**src/hdl/vid_pkg.sv**
```systemverilog
package vid_pkg;

	////////////////////////////////////////////////////////////////////////////
	// Widths and format codes
	////////////////////////////////////////////////////////////////////////////
	localparam int CNT_W = 11;  // h/v counter width
	localparam int FMT_W = 4;

	localparam logic [FMT_W-1:0] FMT_VGA     = 4'b0000;
	localparam logic [FMT_W-1:0] FMT_SVGA    = 4'b0001;
	localparam logic [FMT_W-1:0] FMT_XGA     = 4'b0011;
	localparam logic [FMT_W-1:0] FMT_HDTV720P = 4'b0010;  // Also the fallback
	localparam logic [FMT_W-1:0] FMT_SXGA    = 4'b1000;
	localparam logic [FMT_W-1:0] FMT_CAMERA  = 4'b1001;

	////////////////////////////////////////////////////////////////////////////
	// Per-format timing
	////////////////////////////////////////////////////////////////////////////
	// 640x480
	localparam logic [CNT_W-1:0] HPIXELS_VGA = 11'd640;
	localparam logic [CNT_W-1:0] HFNPRCH_VGA = 11'd16;
	localparam logic [CNT_W-1:0] HSYNCPW_VGA = 11'd96;
	localparam logic [CNT_W-1:0] HBKPRCH_VGA = 11'd48;
	localparam logic [CNT_W-1:0] VLINES_VGA  = 11'd480;
	localparam logic [CNT_W-1:0] VFNPRCH_VGA = 11'd11;
	localparam logic [CNT_W-1:0] VSYNCPW_VGA = 11'd2;
	localparam logic [CNT_W-1:0] VBKPRCH_VGA = 11'd31;

	// 800x600
	localparam logic [CNT_W-1:0] HPIXELS_SVGA = 11'd800;
	localparam logic [CNT_W-1:0] HFNPRCH_SVGA = 11'd40;
	localparam logic [CNT_W-1:0] HSYNCPW_SVGA = 11'd128;
	localparam logic [CNT_W-1:0] HBKPRCH_SVGA = 11'd88;
	localparam logic [CNT_W-1:0] VLINES_SVGA  = 11'd600;
	localparam logic [CNT_W-1:0] VFNPRCH_SVGA = 11'd1;
	localparam logic [CNT_W-1:0] VSYNCPW_SVGA = 11'd4;
	localparam logic [CNT_W-1:0] VBKPRCH_SVGA = 11'd23;

	// 1024x768
	localparam logic [CNT_W-1:0] HPIXELS_XGA = 11'd1024;
	localparam logic [CNT_W-1:0] HFNPRCH_XGA = 11'd24;
	localparam logic [CNT_W-1:0] HSYNCPW_XGA = 11'd136;
	localparam logic [CNT_W-1:0] HBKPRCH_XGA = 11'd160;
	localparam logic [CNT_W-1:0] VLINES_XGA  = 11'd768;
	localparam logic [CNT_W-1:0] VFNPRCH_XGA = 11'd3;
	localparam logic [CNT_W-1:0] VSYNCPW_XGA = 11'd6;
	localparam logic [CNT_W-1:0] VBKPRCH_XGA = 11'd29;

	// 1280x720 progressive
	localparam logic [CNT_W-1:0] HPIXELS_HDTV720P = 11'd1280;
	localparam logic [CNT_W-1:0] HFNPRCH_HDTV720P = 11'd110;
	localparam logic [CNT_W-1:0] HSYNCPW_HDTV720P = 11'd40;
	localparam logic [CNT_W-1:0] HBKPRCH_HDTV720P = 11'd220;
	localparam logic [CNT_W-1:0] VLINES_HDTV720P  = 11'd720;
	localparam logic [CNT_W-1:0] VFNPRCH_HDTV720P = 11'd5;
	localparam logic [CNT_W-1:0] VSYNCPW_HDTV720P = 11'd5;
	localparam logic [CNT_W-1:0] VBKPRCH_HDTV720P = 11'd20;

	// 1280x1024
	localparam logic [CNT_W-1:0] HPIXELS_SXGA = 11'd1280;
	localparam logic [CNT_W-1:0] HFNPRCH_SXGA = 11'd48;
	localparam logic [CNT_W-1:0] HSYNCPW_SXGA = 11'd112;
	localparam logic [CNT_W-1:0] HBKPRCH_SXGA = 11'd248;
	localparam logic [CNT_W-1:0] VLINES_SXGA  = 11'd1024;
	localparam logic [CNT_W-1:0] VFNPRCH_SXGA = 11'd1;
	localparam logic [CNT_W-1:0] VSYNCPW_SXGA = 11'd3;
	localparam logic [CNT_W-1:0] VBKPRCH_SXGA = 11'd38;

	// Camera variant of 720p with shorter sync
	localparam logic [CNT_W-1:0] HPIXELS_CAMERA = 11'd1280;
	localparam logic [CNT_W-1:0] HFNPRCH_CAMERA = 11'd110;
	localparam logic [CNT_W-1:0] HSYNCPW_CAMERA = 11'd39;
	localparam logic [CNT_W-1:0] HBKPRCH_CAMERA = 11'd220;
	localparam logic [CNT_W-1:0] VLINES_CAMERA  = 11'd720;
	localparam logic [CNT_W-1:0] VFNPRCH_CAMERA = 11'd4;
	localparam logic [CNT_W-1:0] VSYNCPW_CAMERA = 11'd4;
	localparam logic [CNT_W-1:0] VBKPRCH_CAMERA = 11'd22;

	// Negative sync only for the two legacy PC modes
	function automatic logic sync_negative(input logic [FMT_W-1:0] fmt);
		return (fmt == FMT_VGA) || (fmt == FMT_XGA);
	endfunction

	////////////////////////////////////////////////////////////////////////////
	// Aux word layout
	////////////////////////////////////////////////////////////////////////////
	localparam int AUX_W      = 24;
	localparam int AUX_COL_HI = 23;  // Start column
	localparam int AUX_COL_LO = 12;
	localparam int AUX_NIB_W  = 4;   // Three nibbles below the column
	localparam int AUX_LEN    = 32;  // ade window in cycles

endpackage

```
**src/hdl/video_timing.sv**
```systemverilog
`timescale 1ns/1ps

module video_timing (
	input  logic                      clk50m_bufg,
	input  logic                      RSTBTN,
	input  logic [vid_pkg::FMT_W-1:0] fmt,
	output logic [vid_pkg::CNT_W-1:0] hcount,
	output logic [vid_pkg::CNT_W-1:0] vcount,
	output logic                      active,
	output logic                      hsync_raw,
	output logic                      vsync_raw,
	output logic                      sync_neg
);

	// Raw constants picked by format
	logic [vid_pkg::CNT_W-1:0] sel_hpix, sel_hfp, sel_hsw, sel_hbp;
	logic [vid_pkg::CNT_W-1:0] sel_vlin, sel_vfp, sel_vsw, sel_vbp;

	// Registered limits
	logic [vid_pkg::CNT_W-1:0] h_pix, h_ss, h_se, h_end;
	logic [vid_pkg::CNT_W-1:0] v_lin, v_ss, v_se, v_end;

	////////////////////////////////////////////////////////////////////////////
	// Format decode
	////////////////////////////////////////////////////////////////////////////
	always_comb begin
		case (fmt)
			vid_pkg::FMT_VGA: begin
				sel_hpix = vid_pkg::HPIXELS_VGA;
				sel_hfp  = vid_pkg::HFNPRCH_VGA;
				sel_hsw  = vid_pkg::HSYNCPW_VGA;
				sel_hbp  = vid_pkg::HBKPRCH_VGA;
				sel_vlin = vid_pkg::VLINES_VGA;
				sel_vfp  = vid_pkg::VFNPRCH_VGA;
				sel_vsw  = vid_pkg::VSYNCPW_VGA;
				sel_vbp  = vid_pkg::VBKPRCH_VGA;
			end
			vid_pkg::FMT_SVGA: begin
				sel_hpix = vid_pkg::HPIXELS_SVGA;
				sel_hfp  = vid_pkg::HFNPRCH_SVGA;
				sel_hsw  = vid_pkg::HSYNCPW_SVGA;
				sel_hbp  = vid_pkg::HBKPRCH_SVGA;
				sel_vlin = vid_pkg::VLINES_SVGA;
				sel_vfp  = vid_pkg::VFNPRCH_SVGA;
				sel_vsw  = vid_pkg::VSYNCPW_SVGA;
				sel_vbp  = vid_pkg::VBKPRCH_SVGA;
			end
			vid_pkg::FMT_XGA: begin
				sel_hpix = vid_pkg::HPIXELS_XGA;
				sel_hfp  = vid_pkg::HFNPRCH_XGA;
				sel_hsw  = vid_pkg::HSYNCPW_XGA;
				sel_hbp  = vid_pkg::HBKPRCH_XGA;
				sel_vlin = vid_pkg::VLINES_XGA;
				sel_vfp  = vid_pkg::VFNPRCH_XGA;
				sel_vsw  = vid_pkg::VSYNCPW_XGA;
				sel_vbp  = vid_pkg::VBKPRCH_XGA;
			end
			vid_pkg::FMT_SXGA: begin
				sel_hpix = vid_pkg::HPIXELS_SXGA;
				sel_hfp  = vid_pkg::HFNPRCH_SXGA;
				sel_hsw  = vid_pkg::HSYNCPW_SXGA;
				sel_hbp  = vid_pkg::HBKPRCH_SXGA;
				sel_vlin = vid_pkg::VLINES_SXGA;
				sel_vfp  = vid_pkg::VFNPRCH_SXGA;
				sel_vsw  = vid_pkg::VSYNCPW_SXGA;
				sel_vbp  = vid_pkg::VBKPRCH_SXGA;
			end
			vid_pkg::FMT_CAMERA: begin
				sel_hpix = vid_pkg::HPIXELS_CAMERA;
				sel_hfp  = vid_pkg::HFNPRCH_CAMERA;
				sel_hsw  = vid_pkg::HSYNCPW_CAMERA;
				sel_hbp  = vid_pkg::HBKPRCH_CAMERA;
				sel_vlin = vid_pkg::VLINES_CAMERA;
				sel_vfp  = vid_pkg::VFNPRCH_CAMERA;
				sel_vsw  = vid_pkg::VSYNCPW_CAMERA;
				sel_vbp  = vid_pkg::VBKPRCH_CAMERA;
			end
			default: begin // 720p and every unused code
				sel_hpix = vid_pkg::HPIXELS_HDTV720P;
				sel_hfp  = vid_pkg::HFNPRCH_HDTV720P;
				sel_hsw  = vid_pkg::HSYNCPW_HDTV720P;
				sel_hbp  = vid_pkg::HBKPRCH_HDTV720P;
				sel_vlin = vid_pkg::VLINES_HDTV720P;
				sel_vfp  = vid_pkg::VFNPRCH_HDTV720P;
				sel_vsw  = vid_pkg::VSYNCPW_HDTV720P;
				sel_vbp  = vid_pkg::VBKPRCH_HDTV720P;
			end
		endcase
	end

	// Limits and polarity follow fmt on every clock
	always_ff @(posedge clk50m_bufg) begin
		h_pix    <= sel_hpix;
		h_ss     <= sel_hpix + sel_hfp;                       // Sync start column
		h_se     <= sel_hpix + sel_hfp + sel_hsw;             // First column after sync
		h_end    <= sel_hpix + sel_hfp + sel_hsw + sel_hbp - 11'd1;
		v_lin    <= sel_vlin;
		v_ss     <= sel_vlin + sel_vfp;
		v_se     <= sel_vlin + sel_vfp + sel_vsw;
		v_end    <= sel_vlin + sel_vfp + sel_vsw + sel_vbp - 11'd1;
		sync_neg <= vid_pkg::sync_negative(fmt);
	end

	////////////////////////////////////////////////////////////////////////////
	// Counters
	////////////////////////////////////////////////////////////////////////////
	always_ff @(posedge clk50m_bufg) begin
		if (RSTBTN) begin
			hcount <= '0;
			vcount <= '0;
		end else if (hcount == h_end) begin
			hcount <= '0;                                  // Line wrap
			vcount <= (vcount == v_end) ? '0 : vcount + 11'd1;
		end else begin
			hcount <= hcount + 11'd1;
		end
	end

	// Windows straight from the registers
	assign active    = (hcount < h_pix) && (vcount < v_lin);
	assign hsync_raw = (hcount >= h_ss) && (hcount < h_se);
	assign vsync_raw = (vcount >= v_ss) && (vcount < v_se);

	// Counter stays inside the line and frame of the selected format
	a_line_end: assert property (@(posedge clk50m_bufg) disable iff (RSTBTN)
		(hcount <= h_end) && (vcount <= v_end));

endmodule

```
**src/hdl/aux_fifo.sv**
```systemverilog
`timescale 1ns/1ps

module aux_fifo #(
	parameter int AUX_DEPTH = 16
) (
	input  logic                      clk50m_bufg,
	input  logic                      RSTBTN,
	input  logic                      wr,
	input  logic [vid_pkg::AUX_W-1:0] din,
	input  logic                      pop,
	output logic [vid_pkg::AUX_W-1:0] head,
	output logic                      empty,
	output logic                      full
);

	localparam int PTR_W = $clog2(AUX_DEPTH);

	logic [vid_pkg::AUX_W-1:0] mem [AUX_DEPTH];
	logic [PTR_W-1:0]          wr_ptr;
	logic [PTR_W-1:0]          rd_ptr;
	logic [PTR_W:0]            cnt;      // Occupancy
	logic [PTR_W:0]            cnt_nxt;
	logic                      do_wr;
	logic                      do_pop;

	assign do_wr  = wr && !full;    // Writes into a full FIFO are lost
	assign do_pop = pop && !empty;

	// Fall-through head
	assign head = mem[rd_ptr];

	always_comb begin
		case ({do_wr, do_pop})
			2'b10:   cnt_nxt = cnt + 1'b1;
			2'b01:   cnt_nxt = cnt - 1'b1;
			default: cnt_nxt = cnt;       // Idle or write plus pop
		endcase
	end

	////////////////////////////////////////////////////////////////////////////
	// Storage
	////////////////////////////////////////////////////////////////////////////
	always_ff @(posedge clk50m_bufg) begin
		if (do_wr) begin
			mem[wr_ptr] <= din;
		end
	end

	// Pointers wrap on their own for power of two depth
	always_ff @(posedge clk50m_bufg) begin
		if (RSTBTN) begin
			wr_ptr <= '0;
			rd_ptr <= '0;
			cnt    <= '0;
			empty  <= 1'b1;
			full   <= 1'b0;
		end else begin
			if (do_wr) begin
				wr_ptr <= wr_ptr + 1'b1;
			end
			if (do_pop) begin
				rd_ptr <= rd_ptr + 1'b1;
			end
			cnt   <= cnt_nxt;
			empty <= (cnt_nxt == '0);
			full  <= (cnt_nxt == (PTR_W+1)'(AUX_DEPTH));
		end
	end

	// Source must respect full
	a_no_wr_full: assert property (@(posedge clk50m_bufg) disable iff (RSTBTN)
		!(wr && full));

	// Island scheduler pops only a valid head
	a_no_pop_empty: assert property (@(posedge clk50m_bufg) disable iff (RSTBTN)
		!(pop && empty));

endmodule

```
**src/hdl/aux_island.sv**
```systemverilog
`timescale 1ns/1ps

module aux_island (
	input  logic                          clk50m_bufg,
	input  logic                          RSTBTN,
	input  logic [vid_pkg::CNT_W-1:0]     hcount,
	input  logic                          active,
	input  logic                          hsync_raw,
	input  logic                          vsync_raw,
	input  logic                          sync_neg,
	input  logic [vid_pkg::AUX_W-1:0]     head,
	input  logic                          empty,
	output logic                          pop,
	output logic                          hsync,
	output logic                          vsync,
	output logic                          vde,
	output logic                          ade,
	output logic [vid_pkg::AUX_NIB_W-1:0] aux0,
	output logic [vid_pkg::AUX_NIB_W-1:0] aux1,
	output logic [vid_pkg::AUX_NIB_W-1:0] aux2
);

	localparam int COL_W = vid_pkg::AUX_COL_HI - vid_pkg::AUX_COL_LO + 1;
	localparam int LEN_W = $clog2(vid_pkg::AUX_LEN);
	localparam int NW    = vid_pkg::AUX_NIB_W;

	logic             hs_q;     // First sync stage
	logic             vs_q;
	logic             act_q;
	logic [COL_W-1:0] col;      // Start column of head word
	logic             start;
	logic             win;      // Internal enable, leads ade by one
	logic [LEN_W-1:0] len_cnt;
	logic [vid_pkg::AUX_COL_LO-1:0] nib_q;

	////////////////////////////////////////////////////////////////////////////
	// Sync and data enable pipeline
	////////////////////////////////////////////////////////////////////////////
	always_ff @(posedge clk50m_bufg) begin
		if (RSTBTN) begin
			hs_q  <= sync_neg;    // Inactive level of the format
			hsync <= sync_neg;
			vs_q  <= sync_neg;
			vsync <= sync_neg;
			act_q <= 1'b0;
			vde   <= 1'b0;
		end else begin
			hs_q  <= hsync_raw ^ sync_neg;
			hsync <= hs_q;
			vs_q  <= vsync_raw ^ sync_neg;
			vsync <= vs_q;
			act_q <= active;
			vde   <= act_q;
		end
	end

	////////////////////////////////////////////////////////////////////////////
	// Aux island scheduling
	////////////////////////////////////////////////////////////////////////////
	assign col = head[vid_pkg::AUX_COL_HI:vid_pkg::AUX_COL_LO];

	// Blanking only, one window at a time
	assign start = !empty && !win && !vde && (col == COL_W'(hcount));
	assign pop   = start;

	// Nibbles of the popped word
	always_ff @(posedge clk50m_bufg) begin
		if (start) begin
			nib_q <= head[vid_pkg::AUX_COL_LO-1:0];
		end
	end

	always_ff @(posedge clk50m_bufg) begin
		if (RSTBTN) begin
			win     <= 1'b0;
			len_cnt <= '0;
			ade     <= 1'b0;
			aux0    <= '0;
			aux1    <= '0;
			aux2    <= '0;
		end else begin
			if (start) begin
				win <= 1'b1;
			end else if (win) begin
				if (len_cnt == LEN_W'(vid_pkg::AUX_LEN - 1)) begin
					win     <= 1'b0;    // Window done
					len_cnt <= '0;
				end else begin
					len_cnt <= len_cnt + 1'b1;
				end
			end
			// Output stage
			ade  <= win;
			aux0 <= win ? nib_q[NW-1:0]      : '0;
			aux1 <= win ? nib_q[2*NW-1:NW]   : '0;
			aux2 <= win ? nib_q[3*NW-1:2*NW] : '0;
		end
	end

	// Islands and live video never share a cycle at the output
	a_ade_vde: assert property (@(posedge clk50m_bufg) disable iff (RSTBTN)
		!(ade && vde));

endmodule

```
**src/hdl/video_tx_top.sv**
```systemverilog
`timescale 1ns/1ps

module video_tx_top #(
	parameter int AUX_DEPTH = 16
) (
	input  logic                          clk50m_bufg,
	input  logic                          RSTBTN,
	input  logic [vid_pkg::FMT_W-1:0]     fmt,
	input  logic [vid_pkg::AUX_W-1:0]     aux_word,
	input  logic                          aux_wr,
	output logic                          aux_full,
	output logic [vid_pkg::CNT_W-1:0]     hcount,   // Pixel position for a pattern source
	output logic [vid_pkg::CNT_W-1:0]     vcount,
	output logic                          hsync,
	output logic                          vsync,
	output logic                          vde,
	output logic                          ade,
	output logic [vid_pkg::AUX_NIB_W-1:0] aux0,
	output logic [vid_pkg::AUX_NIB_W-1:0] aux1,
	output logic [vid_pkg::AUX_NIB_W-1:0] aux2
);

	logic                      active;
	logic                      hsync_raw;
	logic                      vsync_raw;
	logic                      sync_neg;
	logic [vid_pkg::AUX_W-1:0] head;
	logic                      empty;
	logic                      pop;

	////////////////////////////////////////////////////////////////////////////
	// Timing, aux queue and island scheduler
	////////////////////////////////////////////////////////////////////////////
	video_timing timing0 (
		.clk50m_bufg (clk50m_bufg),
		.RSTBTN      (RSTBTN),
		.fmt         (fmt),
		.hcount      (hcount),
		.vcount      (vcount),
		.active      (active),
		.hsync_raw   (hsync_raw),
		.vsync_raw   (vsync_raw),
		.sync_neg    (sync_neg)
	);

	aux_fifo #(.AUX_DEPTH(AUX_DEPTH)) fifo0 (
		.clk50m_bufg (clk50m_bufg),
		.RSTBTN      (RSTBTN),
		.wr          (aux_wr),
		.din         (aux_word),
		.pop         (pop),
		.head        (head),
		.empty       (empty),
		.full        (aux_full)
	);

	aux_island island0 (
		.clk50m_bufg (clk50m_bufg),
		.RSTBTN      (RSTBTN),
		.hcount      (hcount),
		.active      (active),
		.hsync_raw   (hsync_raw),
		.vsync_raw   (vsync_raw),
		.sync_neg    (sync_neg),
		.head        (head),
		.empty       (empty),
		.pop         (pop),
		.hsync       (hsync),
		.vsync       (vsync),
		.vde         (vde),
		.ade         (ade),
		.aux0        (aux0),
		.aux1        (aux1),
		.aux2        (aux2)
	);

endmodule

```
**config.mk**
```make
export PLATFORM = sky130hd
export DESIGN_NAME = video_tx_top
export DESIGN_NICKNAME = d
export VERILOG_FILES = /design/src/hdl/vid_pkg.sv /design/src/hdl/video_timing.sv /design/src/hdl/aux_fifo.sv /design/src/hdl/aux_island.sv /design/src/hdl/video_tx_top.sv
export SDC_FILE = /design/constraint.sdc
export NUM_CORES = 1
export LEC_CHECK = 0
export BUFFER_PORTS_ARGS = -buffer_cell sky130_fd_sc_hd__buf_2
export CORE_MARGIN = 2
export CORE_UTILIZATION = 25
export CTS_BUF_LIST = sky130_fd_sc_hd__clkbuf_4
export CTS_CLUSTER_DIAMETER = 30
export DETAILED_ROUTE_END_ITERATION = 8
export PLACE_DENSITY = 0.51
export RECOVER_POWER = 50
export SKIP_LAST_GASP = 1
export SLEW_MARGIN = 20
export SYNTH_ARGS = -nofsm -noshare
export SYNTH_HDL_FRONTEND = slang
export SYNTH_SLANG_ARGS = --single-unit
```
**constraint.sdc**
```tcl
create_clock -name clk50m_bufg -period 4.9 [get_ports clk50m_bufg]
set_clock_uncertainty 0.2 [all_clocks]
set_input_delay 0.49 -clock clk50m_bufg [delete_from_list [all_inputs] [get_ports clk50m_bufg]]
set_output_delay 0.49 -clock clk50m_bufg [all_outputs]
set_load 0.01 [all_outputs]
```
==> metrics.txt, run 1 <==
status=finished with violations; GP Congestion=0.8236; largest family of logic cells by synthesized area=multiplexers; CP arrival=5.20 ns; DRC Markers=16; Row Count=109; Mean Syn Cell Area=15.81 sq um; synthesized flop and latch total=534; peak supply drop=0.0002012 V; Total Routing Usage GR=11.97%; Layout area overhead=19.57%; Slew headroom=-9.975%; Total Routed Length=54.49 mm; largest cells by area after synthesis=edfxtp_1 53%, dfxtp_1 12%, mux4_2 10%, ha_1 6.0%, xnor2_1 2.0%; Synth Cell Area=22340 sq um; Adder-Cell Fraction of Synth Area=6.218%; post-DP HPWL=34.50 mm; CP Capture Type=flip-flop; Ys Warns=0; core area=88510 sq um; TritonCTS clock tree=built; Die Y=302.9 um; first-pass GRT wire length=81.23 mm; worst hold path class=reg -> reg; Top Ports=70; critical path fanouts, max=13; commonest non-fill, non-tap cell in the layout=edfxtp_1; xor/xnor share of the synthesized area=3.882%; CP Launch Type=flip-flop; # nets final=1809; Cells after Synth=1413; worst path bufs/invs=1; vias per cell=4.278; antenna violations before repair=5; P_leak=0.009632 uW; CTS Buf Count=148; FMAX=218.3 MHz; final worst setup slack=0.3196 ns; CTS max path bufs=3; Crit path max-delay family=multiplexers; Max-Cap Viols=2; failing checks=DRC, capacitance limit, slew limit; post-synth top area share=53.24%; register area share after synthesis=65.61%; first-pass detailed-route iteration total=9; Synth Area in Compound Gates=3.938%; Pins Over Slew Limit=45; Final Setup Violations=0; DRT iter0 DRCs=874; Root Buffer=clkbuf_4; most frequent cells in the layout=396 x edfxtp_1, 212 x clkbuf_4, 135 x dfxtp_1; largest net degree at the start of global routing=41; Post-Synth Simple-Gate Area=5.170%; Slew @ Worst Pin=1.650 ns; CTS H-tree lvls=4; clock sinks=534; Post-synth EDFFs=396; layout cells sized above 1=23.99%; post-synth net total=1553; Buffers on Ports=69; GRT Residual Overflow=0; die area=91750 sq um; vias in the first global route=13240; ys flop type=edfxtp_1; PwrDens=369.1 nW/um^2; Setup TNS Final=0 ns; Final Hold Fails=0; RSZ-0062 raised after global routing=no; Critical-path top delay cell=dfxtp_4; vias=12650; period utilization=93.48%; clk slew on worst S/H paths=0.07 ns; routed len/inst=18.42 um; Setup Crit Path Kind=reg -> reg; largest area contributor in the netlist=edfxtp_1; Place WS=0.1836 ns; clk_lat worst skew=0.95 ns; slowest stage delay, CP=0.58 ns; post-synthesis mux area share=12.09%; die width=302.9 um; post-synth cell types=67; crit path time final=4.580 ns; CP cell instances=buf_4 -> mux4_2 -> mux2i_1 -> mux2i_1 -> xnor2_1 -> nand4_1 -> nor4_4 -> ha_1 -> xor2_1 -> ha_1 -> o21ai_0 -> a21oi_1 -> a21oi_1 -> xor2_1 -> nor2_1 -> xnor2_1 -> or2_2 -> nor2_1; asr flop ratio synth=0%; CP required=5.52 ns; Post-DRT Antenna Nets=0; Initial Util=25.24%
-- registers in the layout, indices dropped and copies added (netlist names), 5 cells and up, named ones only --
signal / cells
timing0.h_pix: 5
timing0.vcount: 11
timing0.h_ss: 7
timing0.v_se: 10
fifo0.cnt: 5
timing0.v_ss: 11
island0.nib_q: 12
timing0.hcount: 11
timing0.h_end: 10
timing0.h_se: 11
timing0.v_end: 11
island0.len_cnt: 5
fifo0.mem: 384
timing0.v_lin: 7
-- synthesized netlist by cell type (13+ instances only) --
cell type,instances
dfxtp_1,138
nand2_1,49
mux4_2,99
nor2_1,97
clkbuf_1,24
xnor2_1,52
and2_1,13
inv_1,116
nand2b_1,14
mux2i_1,20
xor2_1,47
a21oi_1,36
nor3_1,13
o21ai_0,28
edfxtp_1,396
ha_1,107
-- worst paths after layout --
path | start | slack, ns | depth (start not counted) | end
worst max-delay path | flip-flop | 0.32 | 18 | fifo0.full
worst min-delay path | island0.nib_q[8] | 0.23 | 1 | island0.aux2[0]
worst max register to register | flip-flop | 0.32 | 18 | fifo0.full
worst min register to register | island0.nib_q[8] | 0.23 | 1 | island0.aux2[0]
-- layer usage --
| metal | share of wire, % | GRT usage, % | wire [um] |
|---|---|---|---|
| met1 | 43 | 14.66 | 23330 |
| met2 | 50 | 20.15 | 27030 |
| met3 | 4.8 | 3.036 | 2641 |
| met4 | 2.7 | 4.821 | 1476 |
| met5 | 0.039 | 0 | 21 |
-- logic make-up (layout without fill, tap and decap cells) --
logic type               count (synthesis)  after routing
buffers and inverters                  167            542
AO/OA/AOI/OAI                          130            130
adder cells (fa/ha/maj)                110            110
flip-flops                             534            534
AND/OR/NAND/NOR                        242            242
multiplexers                           131            131
XOR/XNOR                                99             99
other                                    0              5
-- stage by stage --
step | area, sq um | util, % | total power [uW] | std cells | hold WS [ns]
after floorplan | 22340 | - | 5530 | 1413 | 0.2138
after global placement | 24420 | 27.59 | 5748 | 2647 | 0.2256
after detailed placement | 24440 | 27.61 | 5753 | 2648 | 0.2311
after CTS | 26760 | 30.24 | 10030 | 2951 | 0.1389
after global routing | 26700 | 30.17 | 10350 | 2956 | 0.2450
final | 26710 | 30.17 | 9857 | 2958 | 0.2303
-- final cells by class --
| type | instances | area [sq um] |
|---|---|---|
| fill | 8847 | 61800 |
| sequential | 534 | 14670 |
| multi-input combinational | 712 | 7096 |
| clock buffer | 212 | 1592 |
| tap | 1165 | 1458 |
| timing repair buffer | 157 | 1059 |
| inverter | 116 | 435.4 |
| clock inverter | 57 | 391.6 |
| antenna | 5 | 12.51 |
-- timing repair --
action | CTS | global route
resized for setup | 0 | 1
endpoints found under the hold margin | 446 | 0
hold buffers | 34 | 0
setup endpoints to repair | 0 | 3
setup buffers | 0 | 2
-- power by group --
group / internal [uW] / switching, uW / leakage (uW)
clock network: 2240 / 1950 / 0.00117
registers: 4990 / 62.2 / 0.00471
logic: 255 / 360 / 0.00375
No activity file was read; power rests on OpenSTA's default activity.
==> inputs of run 2 (changes only) <==
--- a/config.mk
+++ b/config.mk
@@ -5,6 +5,7 @@
 export SDC_FILE = /design/constraint.sdc
 export NUM_CORES = 1
 export LEC_CHECK = 0
+export ABC_AREA = 1
 export BUFFER_PORTS_ARGS = -buffer_cell sky130_fd_sc_hd__buf_2
 export CORE_MARGIN = 2
 export CORE_UTILIZATION = 25
==> run 2 against run 1 <==
Net effect: the run ends with capacitance limit, slew limit left; wire length increased by 17%; largest power group unchanged; synthesized cell count increased by 54%; non-clock buffer count is 4 lower; register-to-register slack better by 0.25 ns; synthesized area increased by 4.3%; sequential cell count is the same; setup slack improved by 0.023 ns; die area increased by 4.3%; clock power barely moved; final cell count is 27% higher; critical path depth up 9; highest routed layer is now met4; via count is 27% higher.
==> metrics.txt, run 2 <==
post-DP HPWL=37.87 mm; cell area after placement=25370 sq um; Total Routed Length=63.75 mm; CP required=5.52 ns; DRC Markers=0; crit path time final=4.557 ns; routed len/inst=16.93 um; post-synth net total=2323; clk_lat worst skew=0.97 ns; slowest stage delay, CP=0.79 ns; CP Launch Type=primary input; Setup TNS Final=0 ns; CTS max path bufs=3; peak supply drop=0.0002015 V; Slew @ Worst Pin=1.789 ns; status=finished with violations; vias per cell=4.274; antenna violations before repair=3; largest cells by area after synthesis=edfxtp_1 51%, dfxtp_1 12%, nand2_1 6.4%, ha_1 5.7%, inv_1 3.9%; Critical-path top delay cell=dlygate4sd3_1; ys flop type=edfxtp_1; Buffers on Ports=69; Setup Crit Path Kind=in -> reg; Row Count=111; Ys Warns=0; Largest register FFs=384; Mean Syn Cell Area=10.68 sq um; Slew headroom=-19.69%; Final Hold Fails=0; first-pass detailed-route iteration total=5; Top Ports=70; cell repeated most along the worst path=nand2_1; GP Congestion=0.7716; Cells after Synth=2183; Design Area, Final=27530 sq um; CTS H-tree lvls=4; vias in the first global route=15870; P_leak=0.01099 uW; Initial Util=25.31%; Root Buffer=clkbuf_4; core area=92080 sq um; synthesized flop and latch total=534; Pins Over Slew Limit=25; Layout area overhead=18.15%; PwrDens=357.8 nW/um^2; critical path fanouts, max=7; largest area contributor in the netlist=edfxtp_1; DRT iter0 DRCs=904; vias=16090; largest net degree at the start of global routing=138; CP Capture Type=flip-flop; asr flop ratio synth=0%; Synth Cell Area=23300 sq um; post-synth top area share=51.03%; GRT Residual Overflow=0; first-pass GRT wire length=95.90 mm; CTS Buf Count=151; clk slew on worst S/H paths=0.06 ns; RSZ-0062 raised after global routing=no; FMAX=219.4 MHz; # nets final=2545; largest registers=fifo0.mem x384, island0.nib_q x12; layout cells sized above 1=14.29%; period utilization=93.00%; Biggest register=fifo0.mem; Die Y=309.3 um; Final Setup Violations=0; Total Routing Usage GR=13.46%; most frequent cells in the layout=396 x nand2_1, 396 x edfxtp_1, 242 x inv_1; Fillers=9561; most instantiated cells after synthesis=396 x edfxtp_1, 396 x nand2_1, 242 x inv_1; failing checks=capacitance limit, slew limit; post-CTS setup buffers=0; Post-synth EDFFs=396; register area share after synthesis=62.88%; Post-DRT Antenna Nets=0; die area=95670 sq um; Max-Cap Viols=2; TritonCTS clock tree=built; clock sinks=534; die width=309.3 um; CP arrival=5.17 ns; Worst R2R Setup Slack=0.57 ns; post-synth cell types=54; worst hold path class=reg -> reg; Power Total=9851 uW
==> run 2: changes by cell type after synthesis, sizes merged, moves of 17 or more <==
cell	change
o221ai	+39
nand3	+155
xnor2	-39
nor2	+142
o21ai	+116
inv	+132
mux4	-108
mux2i	-19
clkbuf	+25
a21oi	+17
nand2	+353
==> run 2: worst paths after layout <==
| check | startpoint | endpoint | cells past startpoint |
|---|---|---|---|
| setup / recovery | fmt[2] | timing0.h_end[10] | 27 |
| hold / removal | island0.act_q | island0.vde | 2 |
| setup reg to reg | flip-flop | fifo0.empty | 25 |
| hold reg to reg | island0.act_q | island0.vde | 2 |
==> run 2: logic make-up (layout without fill, tap and decap cells) <==
| logic type | count (synthesis) | after routing | synth area share (%) |
|---|---|---|---|
| and+or+nand+nor | 855 | 855 | 15.54 |
| DFF | 534 | 534 | 62.88 |
| buffers and inverters | 333 | 669 | 5.718 |
| AOI/OAI and AO/OA | 290 | 290 | 7.431 |
| adders and majority gates | 109 | 109 | 5.917 |
| xor gates and xnor gates | 61 | 61 | 2.470 |
| muxes | 1 | 1 | 0.04295 |
| other | 0 | 3 | 0 |
==> run 2: worst max-delay path, delay by kind of cell <==
kind                     cells  cell delay (ns)
buffers and inverters        7             1.67
adder cells (fa/ha/maj)      3             0.99
AND/OR/NAND/NOR             10             0.94
AO/OA/AOI/OAI                5             0.75
XOR/XNOR                     2             0.32
==> run 2: repair_timing <==
item                                    in CTS  in global routing
hold endpoints to repair                   464                  0
hold buffers                                33                  0
endpoints found under the setup margin       0                  2
gates resized for setup                      0                  1
==> run 2: stage by stage <==
step / instances / utilization (%) / hold slack [ns] / worst slack, ns
2_1_floorplan: 2183 / - / 0.1883 / 0.1460
3_3_place_gp: 3462 / 27.53 / 0.1966 / 0.3155
3_5_place_dp: 3463 / 27.55 / 0.1993 / 0.3116
4_1_cts: 3763 / 30.04 / 0.09472 / 0.3667
5_1_grt: 3765 / 29.90 / 0.1701 / 0.08006
6_report: 3765 / 29.90 / 0.2041 / 0.3431
==> run 2: report_power, final <==
part | internal, uW | switching (uW)
Combinational | 236 | 391
Sequential | 5000 | 60.9
Clock | 2260 | 1910
==> run 2: area by class of cell <==
cell class | instances | area, sq um | share of cell area [%]
Clock inverter | 43 | 281.5 | 1.022
Inverter | 249 | 940.9 | 3.417
Timing Repair Buffer | 153 | 1018 | 3.699
Sequential cell | 534 | 14660 | 53.24
Tap cell | 1243 | 1555 | 5.648
Antenna cell | 3 | 7.507 | 0.02727
Clock buffer | 224 | 1682 | 6.107
Multi-Input combinational cell | 1316 | 7388 | 26.83
==> run 2: routing by layer <==
layer	global-route usage, %	routed length (um)	vias up
met5	0	0	-
met4	5.012	1549	0
met3	3.279	3220	128
met2	22.65	30780	381
met1	16.69	28200	7576
li1	-	-	8006
==> inputs of run 3 (changes only) <==
--- a/config.mk
+++ b/config.mk
@@ -6,12 +6,12 @@
 export NUM_CORES = 1
 export LEC_CHECK = 0
 export ABC_AREA = 1
-export BUFFER_PORTS_ARGS = -buffer_cell sky130_fd_sc_hd__buf_2
 export CORE_MARGIN = 2
 export CORE_UTILIZATION = 25
 export CTS_BUF_LIST = sky130_fd_sc_hd__clkbuf_4
 export CTS_CLUSTER_DIAMETER = 30
 export DETAILED_ROUTE_END_ITERATION = 8
+export DONT_BUFFER_PORTS = 1
 export PLACE_DENSITY = 0.51
 export RECOVER_POWER = 50
 export SKIP_LAST_GASP = 1
==> run 3 against run 2 <==
Net effect: the run now ends clean; total power barely moved; largest power group unchanged; die area unchanged; sequential power about the same; maximum frequency decreased by 0.38%; global-route usage fell by 0.13 points; highest routed layer is now met5; sequential cell count stayed put; critical endpoint unchanged; utilization down 0.30 points; via count shrank 0.15%; worst hold slack lost 0.034 ns; final cell count is 2.1% lower; clock-buffer cell count down 7; final area down 1.0%.
==> metrics.txt, run 3 (same netlist as run 2, synthesis figures left out) <==
Root Buffer=clkbuf_4; Row Count=111; Non-Filler Instances=3686; clk_lat worst skew=1.00 ns; Worst R2R Setup Slack=0.56 ns; Power Total=9855 uW; CP arrival=5.21 ns; PwrDens=361.6 nW/um^2; Pins Over Slew Limit=0; slowest stage delay, CP=0.77 ns; Sw Share=23.76%; # nets final=2471; P_leak=0.01076 uW; vias per cell=4.359; critical path fanouts, max=9; most frequent cells in the layout=397 x nand2_1, 396 x edfxtp_1, 242 x inv_1; peak supply drop=0.0002069 V; GRT Residual Overflow=0; TritonCTS clock tree=built; worst path bufs/invs=6; Initial Util=25.31%; status=complete, no violations; crit path time final=4.574 ns; post-CTS setup buffers=0; hold depth=3; antenna violations before repair=6; vias in the first global route=15840; Slew headroom=26.34%; layout cells sized above 1=12.96%; CTS Buf Count=147; Setup TNS Final=0 ns; dpl cells=3389; post-cts sizing count=0; Total Routing Usage GR=13.33%; clock network power share=42.5%; RR Endpoint=fifo0.empty; Crit path max-delay family=buffers and inverters; R2R depth=25; vias=16070; Post-DRT Antenna Nets=0; routed len/inst=17.19 um; DRC Markers=0; clock sinks=534; first-pass detailed-route iteration total=5; Setup Crit Path Kind=in -> reg; cell repeated most along the worst path=nand2_1; cell-internal power=7513 uW; CP Capture Type=flip-flop; Flop pwr share=51.3%; die width=309.3 um; Max-Cap Viols=0; Hold EP=timing0.h_pix[10]; Comb pwr share=6.2%; FMAX=218.6 MHz; CP Launch Type=primary input; largest registers=fifo0.mem x384, island0.nib_q x12; Biggest register=fifo0.mem; die area=95670 sq um; final worst setup slack=0.3256 ns; core area=92080 sq um; worst hold path class=in -> reg; Place WS=0.1380 ns; Largest register FFs=384; period utilization=93.35%; Final Hold Fails=0; Layout area overhead=16.96%; post-DP HPWL=37.86 mm; Min Hold Slack=0.1700 ns; Slew @ Worst Pin=1.102 ns; CP required=5.53 ns; CTS max path bufs=3; Buffers on Ports=0; Top Ports=70; RSZ-0062 raised after global routing=no; largest net degree at the start of global routing=109; Switching Power=2342 uW; Die Y=309.3 um; commonest non-fill, non-tap cell in the layout=nand2_1; first-pass GRT wire length=95.43 mm; Total Routed Length=63.37 mm; Critical-path top delay cell=dlygate4sd3_1; CTS H-tree lvls=4; clk slew on worst S/H paths=0.06 ns; HP Start=fmt[3]; DRT iter0 DRCs=928; GP Congestion=0.7851; Final Setup Violations=0
-- run 3: worst max-delay path by stage --
stage,start,to,slack (ns),cells after the start
after floorplan,fmt[1],timing0.h_end[9],0.15,25
after global placement,fmt[1],timing0.h_end[9],0.19,24
after detailed placement,fmt[1],timing0.h_end[9],0.14,24
after CTS,fmt[1],timing0.h_end[10],0.01,29
after global routing,flip-flop,fifo0.empty,0.01,28
final,fmt[0],timing0.h_end[10],0.33,25
-- run 3: metal layers --
metal  global-route usage (%)  share of wire (%)
met4                    5.385                2.4
met1                    16.19                 43
met3                    3.067                5.4
met2                    22.78                 49
met5                        0              0.069
-- run 3: worst register-to-register path: stages, from the launching register on --
cell and delay [ns]:
dfxtp_4 0.60, buf_4 0.52, nand2_1 0.10, nand2_1 0.09, nand2_1 0.05, nand3_1 0.10, nand3_1 0.20, nand3_1 0.19
nand4_1 0.12, nor2_2 0.27, nand2_2 0.15, inv_2 0.12, ha_1 0.24, xor2_1 0.21, ha_1 0.18, inv_1 0.05
nand2_1 0.06, nand2_1 0.06, nand2_1 0.07, a21oi_1 0.07, nand2_1 0.06, nand2_1 0.04, nor2_1 0.11, xnor2_1 0.15
nor2_1 0.08, a21oi_1 0.16
-- run 3: timing repair --
item	in CTS	in global routing
endpoints found under the setup margin	0	6
endpoints found under the hold margin	512	0
hold buffers	37	0
-- run 3: final cells by class --
class | instances | area [sq um]
diodes | 4 | 10.01
clock buffers | 217 | 1629
clock inverters | 40 | 316.6
fillers | 9534 | 64820
inverters | 249 | 940.9
multi-input cells | 1316 | 7392
flip-flops and latches | 534 | 14660
well taps | 1243 | 1555
repair buffers | 83 | 750.7
-- run 3: power groups by stage --
| stage | registers [uW] | logic (uW) | clock network, uW |
|---|---|---|---|
| after floorplan | 5130 | 413 | 0 |
| after global placement | 5160 | 546 | 0 |
| after detailed placement | 5160 | 551 | 0 |
| after CTS | 5060 | 626 | 4320 |
| after global routing | 5070 | 700 | 4530 |
| final | 5060 | 610 | 4190 |
-- run 3: through the flow --
step | area [sq um] | utilization, %
floorplan | 23300 | -
global placement | 25000 | 27.15
detailed placement | 25020 | 27.17
CTS | 27340 | 29.69
global route | 27250 | 29.60
finish | 27250 | 29.60
